File: src/common/srcPkg.sv
package srcPkg;

    // datapath sizes.
    localparam int wordWidth    = 32;                  // one bus word.
    localparam int regCount     = 16;                  // r0 to r15.
    localparam int regSelWidth  = 4;                   // register number width.
    localparam int memDepth     = 512;                 // words of memory.
    localparam int memAddrWidth = 9;                   // low bits of MAR.

    // instruction register field positions.
    localparam int raMsb   = 26;                       // Ra field.
    localparam int raLsb   = 23;
    localparam int rbMsb   = 22;                       // Rb field.
    localparam int rbLsb   = 19;
    localparam int rcMsb   = 18;                       // Rc field.
    localparam int rcLsb   = 15;
    localparam int condMsb = 20;                       // branch condition, overlaps Rb.
    localparam int condLsb = 19;
    localparam int immWidth = 19;                      // immediate, bits 18..0.

    // ALU operations, numbered after the Mini SRC opcodes.
    typedef enum logic [4:0] {
        opAdd  = 5'b00011,                             // a + b.
        opSub  = 5'b00100,                             // a - b.
        opAnd  = 5'b00101,                             // bitwise and.
        opOr   = 5'b00110,                             // bitwise or.
        opRor  = 5'b00111,                             // rotate right.
        opRol  = 5'b01000,                             // rotate left.
        opShr  = 5'b01001,                             // logical shift right.
        opShra = 5'b01010,                             // arithmetic shift right.
        opShl  = 5'b01011,                             // shift left.
        opDiv  = 5'b01111,                             // quotient low, remainder high.
        opMul  = 5'b10000,                             // full 64-bit product.
        opNeg  = 5'b10001,                             // two's complement of b.
        opNot  = 5'b10010,                             // inverse of b.
        opNop  = 5'b11010                              // pass b.
    } aluOp_t;

    // branch conditions, from the c2 field of the branch instruction.
    typedef enum logic [1:0] {
        condZero     = 2'b00,                          // brzr.
        condNonZero  = 2'b01,                          // brnz.
        condPositive = 2'b10,                          // brpl.
        condNegative = 2'b11                           // brmi.
    } condition_t;

endpackage

File: src/rtl/conditionLogic.sv
`timescale 1ns/1ps

module conditionLogic (
    input  logic                         clock,
    input  logic                         reset,
    input  logic [srcPkg::wordWidth-1:0] busIn,
    input  logic [srcPkg::wordWidth-1:0] ir,
    input  logic                         conIn,
    output logic                         conFlag
);
    import srcPkg::*;

    condition_t cond;                          // from IR c2 field.
    logic       condMet;
    logic       isZero;

    assign cond   = condition_t'(ir[condMsb:condLsb]);
    assign isZero = (busIn == '0);

    always_comb begin
        case (cond)
            condZero:     condMet = isZero;
            condNonZero:  condMet = !isZero;
            condPositive: condMet = !busIn[wordWidth-1];   // sign bit clear.
            condNegative: condMet = busIn[wordWidth-1];
            default:      condMet = 1'b0;
        endcase
    end

    // CON flip-flop, holds between branches.
    always_ff @(posedge clock) begin
        if (reset) begin
            conFlag <= 1'b0;
        end else if (conIn) begin
            conFlag <= condMet;                // Ra value is on the bus.
        end
    end

endmodule

File: config.mk
export PLATFORM = sky130hd
export DESIGN_NAME = conditionLogic
export DESIGN_NICKNAME = d
export VERILOG_FILES = /design/src/common/srcPkg.sv /design/src/rtl/conditionLogic.sv
export SDC_FILE = /design/constraint.sdc
export NUM_CORES = 1
export LEC_CHECK = 0
export ABC_AREA = 1
export BUFFER_PORTS_ARGS = -buffer_cell sky130_fd_sc_hd__buf_2
export CORE_MARGIN = 2
export CORE_UTILIZATION = 14
export CTS_CLUSTER_SIZE = 20
export DETAILED_ROUTE_END_ITERATION = 7
export GPL_ROUTABILITY_DRIVEN = 0
export PLACE_DENSITY = 0.7
export REMOVE_ABC_BUFFERS = 1
export SYNTH_ARGS = -nofsm -noshare
export SYNTH_HDL_FRONTEND = slang
export SYNTH_SLANG_ARGS = --single-unit
File: constraint.sdc
create_clock -name clock -period 0.8 [get_ports clock]
set_input_delay 0.08 -clock clock [delete_from_list [all_inputs] [get_ports clock]]
set_output_delay 0.08 -clock clock [all_outputs]
set_load 0.05 [all_outputs]
# [After elaboration in Yosys (flattened, before gate mapping)]
# Cells that the tools add are included.
[classes] muxes=1 n_eq_ne=3 reduce_logical=4
[ops] operator="$logic_not 32->1" n=1
[ops] operator="$eq 2x2->1 const B" n=2
[ops] operator="$pmux 1 s4" n=1
[ops] operator="$eq 2x1->1 const B" n=1
[ops] operator="$logic_not 1->1" n=2
[ops] operator="$logic_not 2->1" n=1
[totals] output_inout_bits=1 wordCells=9 in_bits=67 regBits=1

# [Logic depth before layout (Yosys ltp)]
# Gate-level depths: netlist (run 1).
[logic_depth] ltp_word=3 ltp_mapped=9 ltp_nobuf=9

# [Worst setup path after synthesis (run 1)]
# Ideal clock, no wire load.
[synth_timing] kind="register to register" start="register conFlag (netlist name)" end="register conFlag" n_path_buf=0 t_arrival_ns=0.830 period_less_slack_ns=0.894 slack_ns=-0.094 stages_incl_launch_ff=3 setup_ns=0.064 t_required_ns=0.736 path_cell_list="dfxtp_1 > o21bai_1 > nor2_1"
[synth_lines] element="to (signal assigned)" line_no="conditionLogic.sv:35" rtl="conFlag <= condMet;"
[synth_lines] element="to (decl)" line_no="conditionLogic.sv:9" rtl="output logic conFlag"

# [Worst setup path after layout (run 1)]
[layout_timing] start="input busIn[15] (netlist name)" end="register conFlag"
[layout_between] elab_chain_cells=3
[layout_lines] element="from (decl)" line_no="conditionLogic.sv:6" rtl="input logic [srcPkg::wordWidth-1:0] busIn,"
[layout_lines] element="$logic_not 32->1 (*)" line_no="conditionLogic.sv:18" rtl="assign isZero = (busIn == '0);"
[layout_lines] element="$logic_not 1->1" line_no="conditionLogic.sv:23" rtl="condNonZero: condMet = !isZero;"
[layout_lines] element="$pmux 1 s4 (*)" line_no="conditionLogic.sv:21" rtl="case (cond)"
# Every way passes the cells marked *; elsewhere a longest branch is shown, timed or not.
# A chain may end at the register's enable or synchronous reset.

==> metrics, run 1 <==
outcome finished with violations; failing checks setup timing; Critical Path, Cell by Cell buf_2, nor2_1, nand2_1, nor2_1, nand2_1, o21ai_1, nand3_1, nor2_1, nor2_1; Synth Cell Area 198 µm²; RSZ-0062 raised after global routing yes; final hold vios 0; Worst-Skew Late Latency 0 ps; r2r setup slk around 210 ps; power per cell area 509 nW/µm²; IO buf count 37; grt total ovfl 0; Setup CP Type in -> reg; Routed wire per std cell 6.84 µm; Die Area 1730 µm²; critical path's top delay family simple AND/OR/NAND/NOR gates; area added between synthesis and finish 119%; final period utilization 116%; startpoint type of the worst setup path input port; Final Non-Filler Cells a little under 100; CP arrival 810 ps; Fill cells 148; Top cell by count, worst path nor2_1; Max Cap Viol 0; pre-CTS WS -154 ps; DRT Wirelength 677 µm; Pwr Total 0.000221 W; vias in the first global route 355; Tot GR Track Use 7.95%; Largest register FFs 1; hold_ws between 300 and 400 ps; Crit path buffers/inverters 1; I/O Pins 68; Die Wd a little over 40 µm; f_max 1.08 GHz; Core Area 1320 µm²; Unique masters post-synth 8; CP Max Fanout 2; Crit-path slowest cell o21ai_1; Post-Syn Area per Cell 4.30 µm²; leak pwr between 0.2 and 0.25 nW; crit path capture type register; fin. max-slew vios 0; FF-to-FF path depth 2; critical path depth in cells 9; Sw Ratio 32.4%; Clk pin slew, worst setup/hold paths 0 ps; Clk pwr share 0%; row count 13; Seq cells post-synth 1; endpoints failing setup 1; Net Switching 0.0000714 W; detailed placement HPWL 640 µm; Combinational Power Share 74.6%; chip height 41.6 µm; largest net degree at the start of global routing 5; DRC errors left 0; DRT Pass-1 Iters 4; most common cell after layout, fill and taps aside buf_2; Starting Density about 15%; Top Registers conFlag: 1 flops; Setup crit end conFlag; via count ~380; setup TNS -128 ps; Top reg by flops conFlag; Cell Int Power between 0.0001 and 0.00015 W; relative slew slack between 80% and 90%; Clock Skew 0 ps; Mapped Cells 46; post-route ant nets 0; hold crit path type in -> reg; shortest period the worst path allows between 900 and 1000 ps; most frequent cells in the layout buf_2, nor2_1, nand2_1, nor2_2, inv_1; Setup crit start busIn[15]; final worst slack -128 ps; vias per cell ~3.8; Max IR drop VDD 0.172 mV; Flop pwr share 25.4%; CP max stage delay 130 ps; R2R Path Start conFlag; CTS Hold Buffers Added 0; first-pass GRT wire length 1220 µm; Seq/Total Area, Yosys 10.1%; initial DRC count 1; initial antenna violation count 0; Syn. warnings 0; ant diodes 0; Layout Nets between 150 and 200; placed cells 99; Least-Margin Pin Slew 248 ps; Data required, critical path 680 ps; share of layout cells above drive strength 1 53.6%; reg-to-reg endpoint conFlag
==> what timing repair did <==
item,4_1_cts,5_1_grt
setup buffers,0,0
pin swaps,1,3
hold endpoints to repair,0,0
resized for setup,1,7
setup endpoints to repair,1,1
==> kinds of logic after synthesis <==
family | after synthesis | share of synthesized area [%]
compound gates | 3 | 8.86
simple gates | 39 | 75.3
flops | 1 | 10.1
buf+inv | 3 | 5.70
==> metrics by stage <==
step / utilization (%) / cell area [µm²]
2_1_floorplan: - / 198
3_5_place_dp: 31.1 / 409
6_report: 32.9 / 433
5_1_grt: 32.9 / 433
4_1_cts: 31.2 / 412
3_3_place_gp: 31.1 / 409
==> worst min path at each step <==
stage | from | to | slack [ps] | depth (start not counted)
6_report | reset | conFlag | 340 | 3
5_1_grt | reset | conFlag | 360 | 3
4_1_cts | reset | conFlag | 340 | 3
3_5_place_dp | reset | conFlag | 340 | 3
3_3_place_gp | reset | conFlag | 340 | 3
2_1_floorplan | conIn | conFlag | 230 | 2
==> Yosys cell counts <==
cell type	n	area share (%)
nand2_1	12	23
nor2_1	25	47
o21ai_0	1	2.5
o21ai_1	1	2.5
o21bai_1	1	3.8
dfxtp_1	1	10
inv_1	3	5.7
nand3_1	2	5.1
==> worst reg2reg max path, delay by kind of cell (launching register included) <==
kind	cells	cell delay (ps)
AOI/OAI and AO/OA	1	130
DFF	1	280
and+or+nand+nor	1	60
==> routing by layer <==
layer  vias up  global-route usage [%]  routed length, µm
met1       150                    7.55                237
met3         0                   0.435                 45
met2        15                    18.4                394
met4         0                       0                  0
met5         -                       0                  0
li1        216                       -                  -
==> power groups by stage <==
stage | Combinational (W) | Sequential [W] | Clock [W]
CTS | 0.000154 | 0.0000561 | 0
finish | 0.000165 | 0.0000560 | 0
floorplan | 0.0000402 | 0.0000695 | 0
global route | 0.000184 | 0.0000569 | 0
detailed placement | 0.000153 | 0.0000561 | 0
global placement | 0.000149 | 0.0000559 | 0
==> final cells by class <==
cell class | count | area, µm² | share of cell area (%)
well taps | 15 | 18.8 | 4.34
inverters | 3 | 11.3 | 2.60
repair buffers | 38 | 199 | 46.0
multi-input cells | 42 | 184 | 42.5
flip-flops and latches | 1 | 20.0 | 4.62
Power figures use the tool's default switching activity.
==> inputs of run 2 (changes only) <==
--- a/config.mk
+++ b/config.mk
@@ -7,12 +7,12 @@
 export LEC_CHECK = 0
 export ABC_AREA = 1
 export BUFFER_PORTS_ARGS = -buffer_cell sky130_fd_sc_hd__buf_2
-export CORE_MARGIN = 2
-export CORE_UTILIZATION = 14
+export CORE_AREA = 2 2 39 41
 export CTS_CLUSTER_SIZE = 20
 export DETAILED_ROUTE_END_ITERATION = 7
+export DIE_AREA = 0 0 41 43
 export GPL_ROUTABILITY_DRIVEN = 0
-export PLACE_DENSITY = 0.7
+export PLACE_DENSITY = 0.71
 export REMOVE_ABC_BUFFERS = 1
 export SYNTH_ARGS = -nofsm -noshare
 export SYNTH_HDL_FRONTEND = slang
==> constraint.sdc (replaced) <==
create_clock -name clock -period 1 [get_ports clock]
set_input_delay 0.1 -clock clock [delete_from_list [all_inputs] [get_ports clock]]
set_output_delay 0.1 -clock clock [all_outputs]
set_load 0.05 [all_outputs]
==> run 2 against run 1 <==
Against the previous run: the flow still finishes with violations (setup timing); via count fell by 1.8%; global-route usage down 1.5 points; worst setup slack improved by 120 ps; final area up 4.0%; power fell by 17%; highest routed layer unchanged.
==> metrics, run 2 (synthesis results as in run 1) <==
Hold Startpoint reset; setup bufs post-CTS 0 (unchanged); detailed placement HPWL 603 µm (-5.8%); grt total ovfl 0 (unchanged); most common cell after layout, fill and taps aside buf_2; first-pass GRT wire length 876 µm (-28%); vias per cell 3.78 (-1.8%); placed cells 99 (unchanged); hold_ws 354 ps (+12.8 ps); CP Max Fanout 3 (+1); DRT Pass-1 Iters 1 (-3); placed inst area 403 µm² (-1.5%); IO buf count 37 (unchanged); via count 374 (-1.8%); Max Cap Viol 0 (unchanged); Pwr Total 0.000183 W (-17%); Data required, critical path 880 ps (+200 ps); Top Registers conFlag: 1 flops; DRT Wirelength 657 µm (-3.0%); Crit path buffers/inverters 1 (unchanged); area added between synthesis and finish 128%; f_max between 0.9 and 1 GHz; hold crit path type in -> reg; failing checks setup timing; DRC errors left 0 (unchanged); Setup CP Type in -> reg; Top cell by count, worst path nor2_1; row count 14 (+1); Critical Path, Cell by Cell buf_2, nor2_1, nand2_1, nor2_1, nand2_1, o21ai_1, nand3_1, nor2_1, nor2_1; final period utilization 101%; Routed wire per std cell 6.64 µm (-3.0%); Tot GR Track Use 6.49% (-1.5 points); Least-Margin Pin Slew 247 ps (-0.832 ps); Seq. cell area 20.0 µm² (unchanged); Worst Hold Path EP conFlag; power per cell area 406 nW/µm² (-20%); Crit-path slowest cell o21ai_1; RSZ-0062 raised after global routing yes; CP max stage delay 130 ps (about the same); startpoint type of the worst setup path input port; Max IR drop VDD 0.130 mV (-24%); initial DRC count 0 (-1); Largest register FFs 1 (unchanged); Core Area 1380 µm² (+5.0%); endpoints failing setup 1 (unchanged); Starting Density 14.3% (-0.72 points); post-route ant nets 0 (unchanged); leak pwr 0.239 nW (+1.7%); WHS Path Cells 3 (unchanged); reg-to-reg endpoint conFlag; design area 450 µm² (+4.0%); CP arrival 890 ps (+80 ps); Clock Skew 0 ps (unchanged); Top reg by flops conFlag; Die Wd 41 µm (-1.4%); largest net degree at the start of global routing 5 (unchanged); final hold vios 0 (unchanged); post_cts resized 0 (-1); fin. max-slew vios 0 (unchanged); Layout Nets 152 (-0.65%); Clk pin slew, worst setup/hold paths 0 ps (unchanged); shortest period the worst path allows 1010 ps; crit path capture type register; Fill cells 157 (+6.1%); FF-to-FF path depth 2 (unchanged); most frequent cells in the layout buf_2, nor2_1, nand2_1, buf_6; chip height 43 µm (+3.4%); Die Area 1760 µm² (+2.0%); multi-input logic area 189 µm² (+2.7%); R2R Path Start conFlag; I/O Pins 68 (unchanged); share of layout cells above drive strength 1 50.6% (-3.0 points); outcome finished with violations; initial antenna violation count 0 (unchanged); vias in the first global route 278 (-22%); ant diodes 0 (unchanged); Worst-Skew Late Latency 0 ps (unchanged); critical path's top delay family simple AND/OR/NAND/NOR gates; final worst slack -5.65 ps (+122 ps); r2r setup slk 420 ps (+210 ps); Final Non-Filler Cells 99 (unchanged); relative slew slack 83.6% (about the same); CTS Hold Buffers Added 0 (unchanged)
[run 2: changes by cell type in the layout (fill, tap and decap cells not counted)]
cell    change
nor2_2      -4
buf_2       -3
buf_6       +3
nor2_1      +2
nor2_4      +2
buf_4       -1
[run 2: how the worst max path moves through the flow]
stage | start | endpoint | slack (ps) | depth (start not counted)
3_3_place_gp | busIn[7] | conFlag | 30 | 9
2_1_floorplan | conFlag | conFlag | 110 | 2
4_1_cts | busIn[13] | conFlag | 5 | 9
5_1_grt | busIn[21] | conFlag | -130 | 9
3_5_place_dp | busIn[13] | conFlag | 4 | 9
6_report | busIn[31] | conFlag | -6 | 9
[run 2: worst reg2reg max path: stages (launching register included)]
cell      delay [ps]
dfxtp_1          290
o21bai_1         130
nor2_1            50
[run 2: report_power, final]
part | total (W) | internal (W) | switching (W)
sequential | 0.0000450 | 0.0000438 | 0.00000126
combinational | 0.000138 | 0.0000811 | 0.0000568
clock | 0 | 0 | 0
total | 0.000183 | 0.000125 | 0.0000580
[run 2: metrics by stage]
stage,util [%],TNS (ps),worst slack [ps]
finish,32.5,-5.65,-5.65
global route,32.5,-131,-131
CTS,29.1,0,4.84
detailed placement,29.1,0,4.16
global placement,29.1,0,30.2
floorplan,-,0,106
[run 2: routing by layer]
metal / global-route usage, % / part of all wire, % / vias to the layer above
met4: 0 / 0 / 0
met2: 13.4 / 51 / 22
met1: 6.65 / 37 / 138
met3: 0.524 / 13 / 0
li1: - / - / 214
met5: 0 / 0 / -
[run 2: final cells by class]
type / instances / share of cell area, %
inverter: 3 / 2.50
multi-input combinational: 42 / 41.9
tap: 16 / 4.44
timing repair buffer: 37 / 46.7
sequential: 1 / 4.44
