File: src/common/srcPkg.sv
package srcPkg;

    // datapath sizes.
    localparam int wordWidth    = 32;                  // one bus word.
    localparam int regCount     = 16;                  // r0 to r15.
    localparam int regSelWidth  = 4;                   // register number width.
    localparam int memDepth     = 512;                 // words of memory.
    localparam int memAddrWidth = 9;                   // low bits of MAR.

    // instruction register field positions.
    localparam int raMsb   = 26;                       // Ra field.
    localparam int raLsb   = 23;
    localparam int rbMsb   = 22;                       // Rb field.
    localparam int rbLsb   = 19;
    localparam int rcMsb   = 18;                       // Rc field.
    localparam int rcLsb   = 15;
    localparam int condMsb = 20;                       // branch condition, overlaps Rb.
    localparam int condLsb = 19;
    localparam int immWidth = 19;                      // immediate, bits 18..0.

    // ALU operations, numbered after the Mini SRC opcodes.
    typedef enum logic [4:0] {
        opAdd  = 5'b00011,                             // a + b.
        opSub  = 5'b00100,                             // a - b.
        opAnd  = 5'b00101,                             // bitwise and.
        opOr   = 5'b00110,                             // bitwise or.
        opRor  = 5'b00111,                             // rotate right.
        opRol  = 5'b01000,                             // rotate left.
        opShr  = 5'b01001,                             // logical shift right.
        opShra = 5'b01010,                             // arithmetic shift right.
        opShl  = 5'b01011,                             // shift left.
        opDiv  = 5'b01111,                             // quotient low, remainder high.
        opMul  = 5'b10000,                             // full 64-bit product.
        opNeg  = 5'b10001,                             // two's complement of b.
        opNot  = 5'b10010,                             // inverse of b.
        opNop  = 5'b11010                              // pass b.
    } aluOp_t;

    // branch conditions, from the c2 field of the branch instruction.
    typedef enum logic [1:0] {
        condZero     = 2'b00,                          // brzr.
        condNonZero  = 2'b01,                          // brnz.
        condPositive = 2'b10,                          // brpl.
        condNegative = 2'b11                           // brmi.
    } condition_t;

endpackage

File: src/rtl/registerFile.sv
`timescale 1ns/1ps

module registerFile (
    input  logic                         clock,
    input  logic                         reset,
    input  logic [srcPkg::wordWidth-1:0] busIn,
    input  logic [srcPkg::wordWidth-1:0] ir,
    input  logic                         gra,
    input  logic                         grb,
    input  logic                         grc,
    input  logic                         rIn,
    input  logic                         rOut,
    input  logic                         baOut,
    output logic [srcPkg::wordWidth-1:0] regOut
);
    import srcPkg::*;

    logic [wordWidth-1:0]   regs [regCount];       // general registers.
    logic [regSelWidth-1:0] sel;                   // decoded register number.
    logic                   readEnable;            // drive a value onto regOut.

    // select logic, one field at a time.
    always_comb begin
        if (gra) begin
            sel = ir[raMsb:raLsb];                 // Ra.
        end else if (grb) begin
            sel = ir[rbMsb:rbLsb];                 // Rb.
        end else if (grc) begin
            sel = ir[rcMsb:rcLsb];                 // Rc.
        end else begin
            sel = '0;
        end
    end

    always_ff @(posedge clock) begin
        if (reset) begin
            for (int i = 0; i < regCount; i++) begin
                regs[i] <= '0;                     // all registers cleared.
            end
        end else if (rIn) begin
            regs[sel] <= busIn;                    // r0 stays writable.
        end
    end

    // baOut reads r0 as zero for base addressing, rOut reads it as stored.
    assign readEnable = rOut || (baOut && (sel != '0));
    assign regOut     = readEnable ? regs[sel] : '0;

endmodule

File: config.mk
export PLATFORM = sky130hd
export DESIGN_NAME = registerFile
export DESIGN_NICKNAME = d
export VERILOG_FILES = /design/src/common/srcPkg.sv /design/src/rtl/registerFile.sv
export SDC_FILE = /design/constraint.sdc
export NUM_CORES = 1
export LEC_CHECK = 0
export BUFFER_PORTS_ARGS = -buffer_cell sky130_fd_sc_hd__buf_2
export CAP_MARGIN = 5
export CORE_ASPECT_RATIO = 1.25
export CORE_UTILIZATION = 47
export DETAILED_ROUTE_END_ITERATION = 7
export HOLD_SLACK_MARGIN = 0.15
export MAX_ROUTING_LAYER = met4
export PLACE_DENSITY = 0.73
export SKIP_LAST_GASP = 1
export SLEW_MARGIN = 20
export SYNTH_ARGS = -nofsm -noshare
export SYNTH_HDL_FRONTEND = slang
export SYNTH_SLANG_ARGS = --single-unit
export TNS_END_PERCENT = 10
File: constraint.sdc
create_clock -name clock -period 2.7 [get_ports clock]
set_clock_uncertainty 0.05 [all_clocks]
set_input_delay 0.135 -clock clock [delete_from_list [all_inputs] [get_ports clock]]
set_output_delay 0.135 -clock clock [all_outputs]
set_load 0.02 [all_outputs]
# Word level (Yosys, flattened, before mapping)
# Memories as Yosys holds them, arrays and structs flattened.
# Cells that the tools add are included.
# op_classes
n_mux	12
n_reduce_logical	4
# ops
operator	count
32-bit two-way mux	2
32-bit OR reduction	1
4-bit two-way mux	4
1-bit two-way mux	6
4-bit nonzero test	1
1-bit logical AND	1
1-bit logical OR	1
# word_totals
mem_bits_rw	512
wordCells	17
register_bits	0
output_inout_bits	32
input_bits	72
n_memories	1
# memory_table
name	depth	word_bits	read_ports	rd_ports_with_merged_regs	wr	line_no	source
regs	16	32	1	0	16	registerFile.sv:18	logic [wordWidth-1:0] regs [regCount];

# Logic depth before layout (Yosys ltp)
# Gate-level depths: netlist of the first run.
# depth
word_depth	7
mapped_depth	10
mapped_depth_nobuf	6

# Least setup slack after synthesis of the first run
# Ideal clock, no wire load.
# synth_timing
path_kind	input to output
from	input port gra
to	output port regOut[0] (netlist name)
required_ns	2.515
t_arrival_ns	2.030
path_slack_ns	0.485
n_path_buf	2
cell_stages	8
cell_sequence	buf_2 > a21oi_1 > a22oi_1 > nand2_1 > nor2_1 > clkbuf_1 > a221o_1 > nor4_1
# synth_between
elab_chain_cells	5
word_cells_on_any_way	6
cone_classes	mux: 2; reduce/logical: 3; memory: 1
# synth_rtl
item	line_no	source
from (decl)	registerFile.sv:8	input logic gra,
4-bit two-way mux *	registerFile.sv:24	if (gra) begin
parallel branches: the longest is 3 deep, another holds memory read 16 x 32 bit	-	
32-bit two-way mux *	registerFile.sv:47	assign regOut = readEnable ? regs[sel] : '0;
to (decl)	registerFile.sv:14	output logic [srcPkg::wordWidth-1:0] regOut
# Mark *: on every way between the ends.

# Final worst setup path of the first run
# layout_timing
from	input port gra
to	output port regOut[8] (netlist name)
# Same word-level chain as after synthesis.

==> flow_summary_export.csv, run 1 <==
group,metric,value,unit
place,io_buffers,83,
timing,finalCriticalPeriod,2.72,ns
die,num_rows,91,
status,violations,"setup timing",
logic_synthesis,seq_area_frac_synth,0.645,
timing,layout_worst_path_cycle_share,1.01,
logic_synthesis,syn_area,23800,um2
worst_setup_path,cp-end-kind,"primary output",
place,dp_hpwl,41100,um
layout,final_cell_mix,"and2_1, edfxtp_1, nand2_1",
worst_setup_path,critical_path.max_fanout,15,
layout,largest_reg_flops,512,
layout,register_area,15400,um2
die,core,49800,um2
route,dr.pass1.iters,5,
clocking,clock-sinks,512,
route,drt-total-wl,67500,um
layout,nets,2247,
route,wl_per_cell,23.6,um
layout,drive_gt1_frac,0.148,
layout,top_regs,"regs (512)",
global_route,grt_max_degree,81,
layout,fillers,3959,
status,status,"finished, violations left",
logic_synthesis,synth.avg_cell_area,11.6,um2
timing,slew-limit-headroom,0.580,
global_route,track_usage,0.270,
worst_hold_path,hp-class,"input port to register",
logic_synthesis,synth.distinct_cells,30,
die,initial_core_util,0.479,
power,vdd_drop_max,0.000448,V
global_route,grt_pass1_wl,99500,um
logic_synthesis,synth_nets,2135,
power,leakage,10.5,nW
worst_setup_path,critPathKind,"input port to primary output",
logic_synthesis,synth_top_area_frac,0.645,
route,via_per_inst,5.75,
layout,instances_no_fill,2864,
logic_synthesis,synth_flop_cell,"edfxtp_1",
clocking,root_buffer,"clkbuf_16",
layout,utilization,0.555,
clocking,clockBufferDepth,3,
timing,hold_ws,0.353,ns
layout,area_growth,15.7,%
timing,rsz0062_at_grt,"yes",
timing,final-setup-viol-count,2,
die,ios,104,
logic_synthesis,syn_inst,2063,
die,dieArea,51600,um2
layout,multi_input_area,7840,um2
die,die_width,203,um
timing,setup_ws,-0.0238,ns
global_route,first_global_vias,16600,
logic_synthesis,synth_top_cell_by_area,"edfxtp_1",
worst_setup_path,critPathMostFrequentCell,"buf_4",
timing,worst_slew_pin_slew,0.628,ns
power,p_per_area,662,nW/um2
worst_setup_path,worstPathRequired,2.52,ns
worst_setup_path,cp_cell_sequence,"buf_2, a21oi_1, a22oi_1, nand2_2, buf_4, nor2_4, buf_4, a221o_1, nor4_1, buf_4, buf_2",
timing,max_freq,0.367,GHz
logic_synthesis,synth-edff-count,512,
route,ant_nets,0,
logic_synthesis,postSynthRegisterBits,512,
clocking,cts_inserted_buffers,45,
layout,regMostFlops,"regs",
route,num_vias,16500,
die,fp.dieH,254,um
worst_setup_path,worst_path_largest_cell_delay,0.41,ns
timing,slew_viol_final,0,
clocking,cts.clk_slew.worst_paths,0.07,ns
logic_synthesis,async_flop_share,0,
timing,hold_violations,0,
clocking,htree_levels,2,
worst_setup_path,arrival,2.54,ns
worst_setup_path,startpoint_type,"input port",
global_route,antenna_found_initial,6,
worst_setup_path,cp_slowest_cell,"nor4_1",
clocking,cts_tree,"built",
layout,mostFrequentLayoutCell,"and2_1",
logic_synthesis,ys.warnings.count,0,
global_route,overflow,0,
job,cap_viol_max_count,0,
place,dp_cells,2742,
route,drt-initial-drc-count,1902,
place,gp_congestion,0.842,
logic_synthesis,synth_area_leaders,"edfxtp_1, and2_1, nand2_1",
route,drc,0,
-- cells by family (layout without fill, tap and decap cells) --
family                 count (synthesis)  after routing  share of synthesized area
and+or+nand+nor                     1162           1163                      0.256
DFF                                  512            512                      0.645
muxes                                 63             63                     0.0265
other                                  0              5                          0
buffers and inverters                176            320                     0.0339
AOI/OAI and AO/OA                    150            150                     0.0393
-- critical path: cells and delay by family --
family,cells,cell delay [ns]
buffers and inverters,5,0.98
and+or+nand+nor,3,0.67
AOI/OAI and AO/OA,3,0.73
-- power by group --
part           switching [mW]  internal (mW)  total [mW]  leakage, nW
sequential              0.133           9.22        9.35         4.88
combinational            1.54          0.811        2.35         4.85
clock                    2.82           3.74        6.57        0.730
-- area by class of cell --
class	instances	share of cell area
antenna	5	0.000453
multi-input combinational	1376	0.284
inverter	3	0.000408
tap	651	0.0295
clock buffer	52	0.0433
clock inverter	28	0.0106
timing repair buffer	237	0.0746
sequential	512	0.557
-- stage by stage --
stage / total power [mW] / TNS, ns / worst slack, ns / cell area, um2
3_3_place_gp: 11.7 / -0.00940 / -0.00940 / 25700
4_1_cts: 18.3 / -0.00337 / -0.00337 / 27500
5_1_grt: 18.8 / -0.448 / -0.0801 / 27600
6_report: 18.3 / -0.0472 / -0.0238 / 27600
2_1_floorplan: 10.8 / 0 / 0.485 / 23800
3_5_place_dp: 11.8 / -0.0465 / -0.0257 / 25700
-- Yosys cell counts (4+ instances only) --
cell type  number
and2_1        513
nor4_2         11
nor4_1         20
buf_2          34
a22oi_1         4
buf_1          14
clkbuf_1       91
or2_2          16
nand3_1       189
nand2_1       388
edfxtp_1      512
a21oi_1       108
buf_4           5
mux2i_1        63
nor2_1         18
a221o_1        31
clkbuf_2       24
-- timing repair --
item / in CTS / in global routing
hold buffers: 32 / 0
gates cloned: 1 / 1
pin swaps: 1 / 1
endpoints found under the setup margin: 5 / 16
setup buffers: 2 / 0
hold endpoints to repair: 512 / 0
resized for setup: 0 / 4
-- layer usage --
metal,vias to the layer above,share of wire,GRT usage,wire (um)
met5,-,0,-,0
met2,798,0.51,0.461,34500
met3,195,0.081,0.0386,5490
li1,7367,-,-,-
met1,8120,0.35,0.306,24000
met4,0,0.052,0.147,3540
-- worst paths after layout --
| check | start | to | slack, ns | depth (start not counted) |
|---|---|---|---|---|
| worst min-delay path | reset | regs[14][9] | 0.35 | 3 |
| worst max-delay path | gra | regOut[8] | -0.02 | 11 |
No activity file was read; power rests on OpenSTA's default activity.
==> run 2, diff against run 1 <==
==> constraint.sdc (replaced) <==
create_clock -name clock -period 2.7 [get_ports clock]
set_clock_uncertainty 0.05 [all_clocks]
set_input_delay 0.54 -clock clock [delete_from_list [all_inputs] [get_ports clock]]
set_output_delay 0.54 -clock clock [all_outputs]
set_load 0.02 [all_outputs]
==> flow_summary_export.csv, run 2 (synthesized netlist as in run 1, its figures left out) <==
group,metric,value,unit
status,status,"finished, violations left",
status,violations,"setup timing",
layout,mostFrequentLayoutCell,"and2_1",
worst_setup_path,worstPathRequired,2.11,ns
timing,slew_viol_final,0,
power,pwr-share-clk,0.343,
timing,hold_violations,0,
global_route,antenna_found_initial,6,
power,pwr-share-comb,0.150,
job,cap_viol_max_count,0,
worst_setup_path,critPathKind,"input port to primary output",
layout,largest_reg_flops,512,
clocking,cts_inserted_buffers,48,
route,dr.pass1.iters,5,
die,die_width,203,um
die,dieArea,51600,um2
timing,rsz0062_at_grt,"yes",
global_route,grt_use_met1,0.320,
clocking,clockBufferDepth,3,
power,p_int,13.8,mW
die,initial_core_util,0.479,
route,num_vias,16900,
timing,max_freq,0.317,GHz
place,gp_congestion,0.877,
layout,utilization,0.582,
clocking,htree_levels,2,
layout,drive_gt1_frac,0.200,
power,seqPwrFrac,0.507,
layout,regMostFlops,"regs",
global_route,grt_pass1_wl,101000,um
worst_setup_path,startpoint_type,"input port",
power,p_per_area,637,nW/um2
worst_setup_path,cp-end-kind,"primary output",
timing,finalCriticalPeriod,3.15,ns
power,p_switching,4.70,mW
layout,fillers,3911,
worst_setup_path,arrival,2.56,ns
clocking,postCtsHoldBufs,0,
route,via_per_inst,5.71,
place,dp_hpwl,42800,um
layout,register_area,15400,um2
global_route,grt-busiest-layer,"met2",
timing,layout_worst_path_cycle_share,1.17,
global_route,grt_max_degree,42,
layout,final_cell_mix,"and2_1, edfxtp_1, nand2_1",
worst_hold_path,hp-class,"input port to register",
global_route,use_met3,0.0548,
route,drt-initial-drc-count,1828,
route,drt-total-wl,68700,um
timing,slew-limit-headroom,0.677,
route,wl_per_cell,23.2,um
global_route,use_met2,0.460,
layout,nets,2334,
worst_setup_path,critical_path.max_fanout,8,
clocking,cts.clk_slew.worst_paths,0.06,ns
global_route,track_usage,0.275,
layout,multi_input_area,8160,um2
route,drc,0,
layout,area_growth,21.4,%
global_route,first_global_vias,17100,
place,io_buffers,83,
clocking,root_buffer,"clkbuf_16",
die,num_rows,91,
die,core,49800,um2
power,sw_frac_of_total,0.255,
die,fp.dieH,254,um
die,ios,104,
power,vdd_drop_max,0.000416,V
power,leakage,11.2,nW
global_route,overflow,0,
clocking,cts_tree,"built",
timing,setup_ws,-0.454,ns
layout,top_regs,"regs (512)",
place,preCtsSetupSlack,-0.433,ns
timing,worst_slew_pin_slew,0.485,ns
timing,final-setup-viol-count,32,
route,ant_nets,0,
clocking,clock-sinks,512,
==> run 2: worst max-delay path: stages <==
cell      delay [ns]
buf_8           0.10
nand3b_1        0.20
a22oi_2         0.27
buf_12          0.23
buf_12          0.13
buf_4           0.14
mux2i_1         0.12
a221o_1         0.42
nor4_4          0.19
buf_2           0.22
==> run 2: through the flow <==
stage,std cells,hold slack [ns],power [mW],TNS (ns),area (um2)
2_1_floorplan,2063,0.688,10.9,-0.361,24200
3_3_place_gp,2848,0.948,12.1,-27.80,27200
3_5_place_dp,2848,0.957,12.2,-43.76,27200
4_1_cts,2943,0.335,18.4,-11.51,28800
5_1_grt,2954,0.366,19.0,-14.80,28900
6_report,2956,0.356,18.5,-12.42,29000
==> run 2: worst paths after layout <==
kind / from / endpoint / slack (ns) / depth (start not counted)
hold / removal: busIn[18] / regs[9][18] / 0.36 / 2
setup / recovery: grb / regOut[29] / -0.45 / 10
==> run 2: repair_timing <==
action / 4_1_cts / 5_1_grt
pin swaps: 2 / 3
endpoints found under the setup margin: 32 / 32
gates resized for setup: 12 / 12
buffers inserted: 5 / 7
cloned: 2 / 2
==> run 2: cell type report <==
cell class                      instances  share of cell area
Sequential cell                       512               0.531
Clock inverter                         29             0.00553
Inverter                                3            0.000389
Antenna cell                            5            0.000432
Clock buffer                           59              0.0436
Timing Repair Buffer                  322               0.109
Tap cell                              651              0.0281
Multi-Input combinational cell       1375               0.282
==> run 2: power by group through the flow <==
stage / Combinational, mW / Clock, mW / Sequential, mW
after floorplan: 1.44 / 0 / 9.48
after global placement: 2.59 / 0 / 9.50
after detailed placement: 2.64 / 0 / 9.52
after CTS: 2.70 / 6.38 / 9.35
after global routing: 2.92 / 6.65 / 9.40
final: 2.77 / 6.33 / 9.36
==> run 2: metal layers <==
| layer | routed length, um | up-vias |
|---|---|---|
| met5 | 0 | - |
| met4 | 2750 | 0 |
| met2 | 34200 | 826 |
| met3 | 6200 | 193 |
| met1 | 25500 | 8303 |
| li1 | - | 7559 |
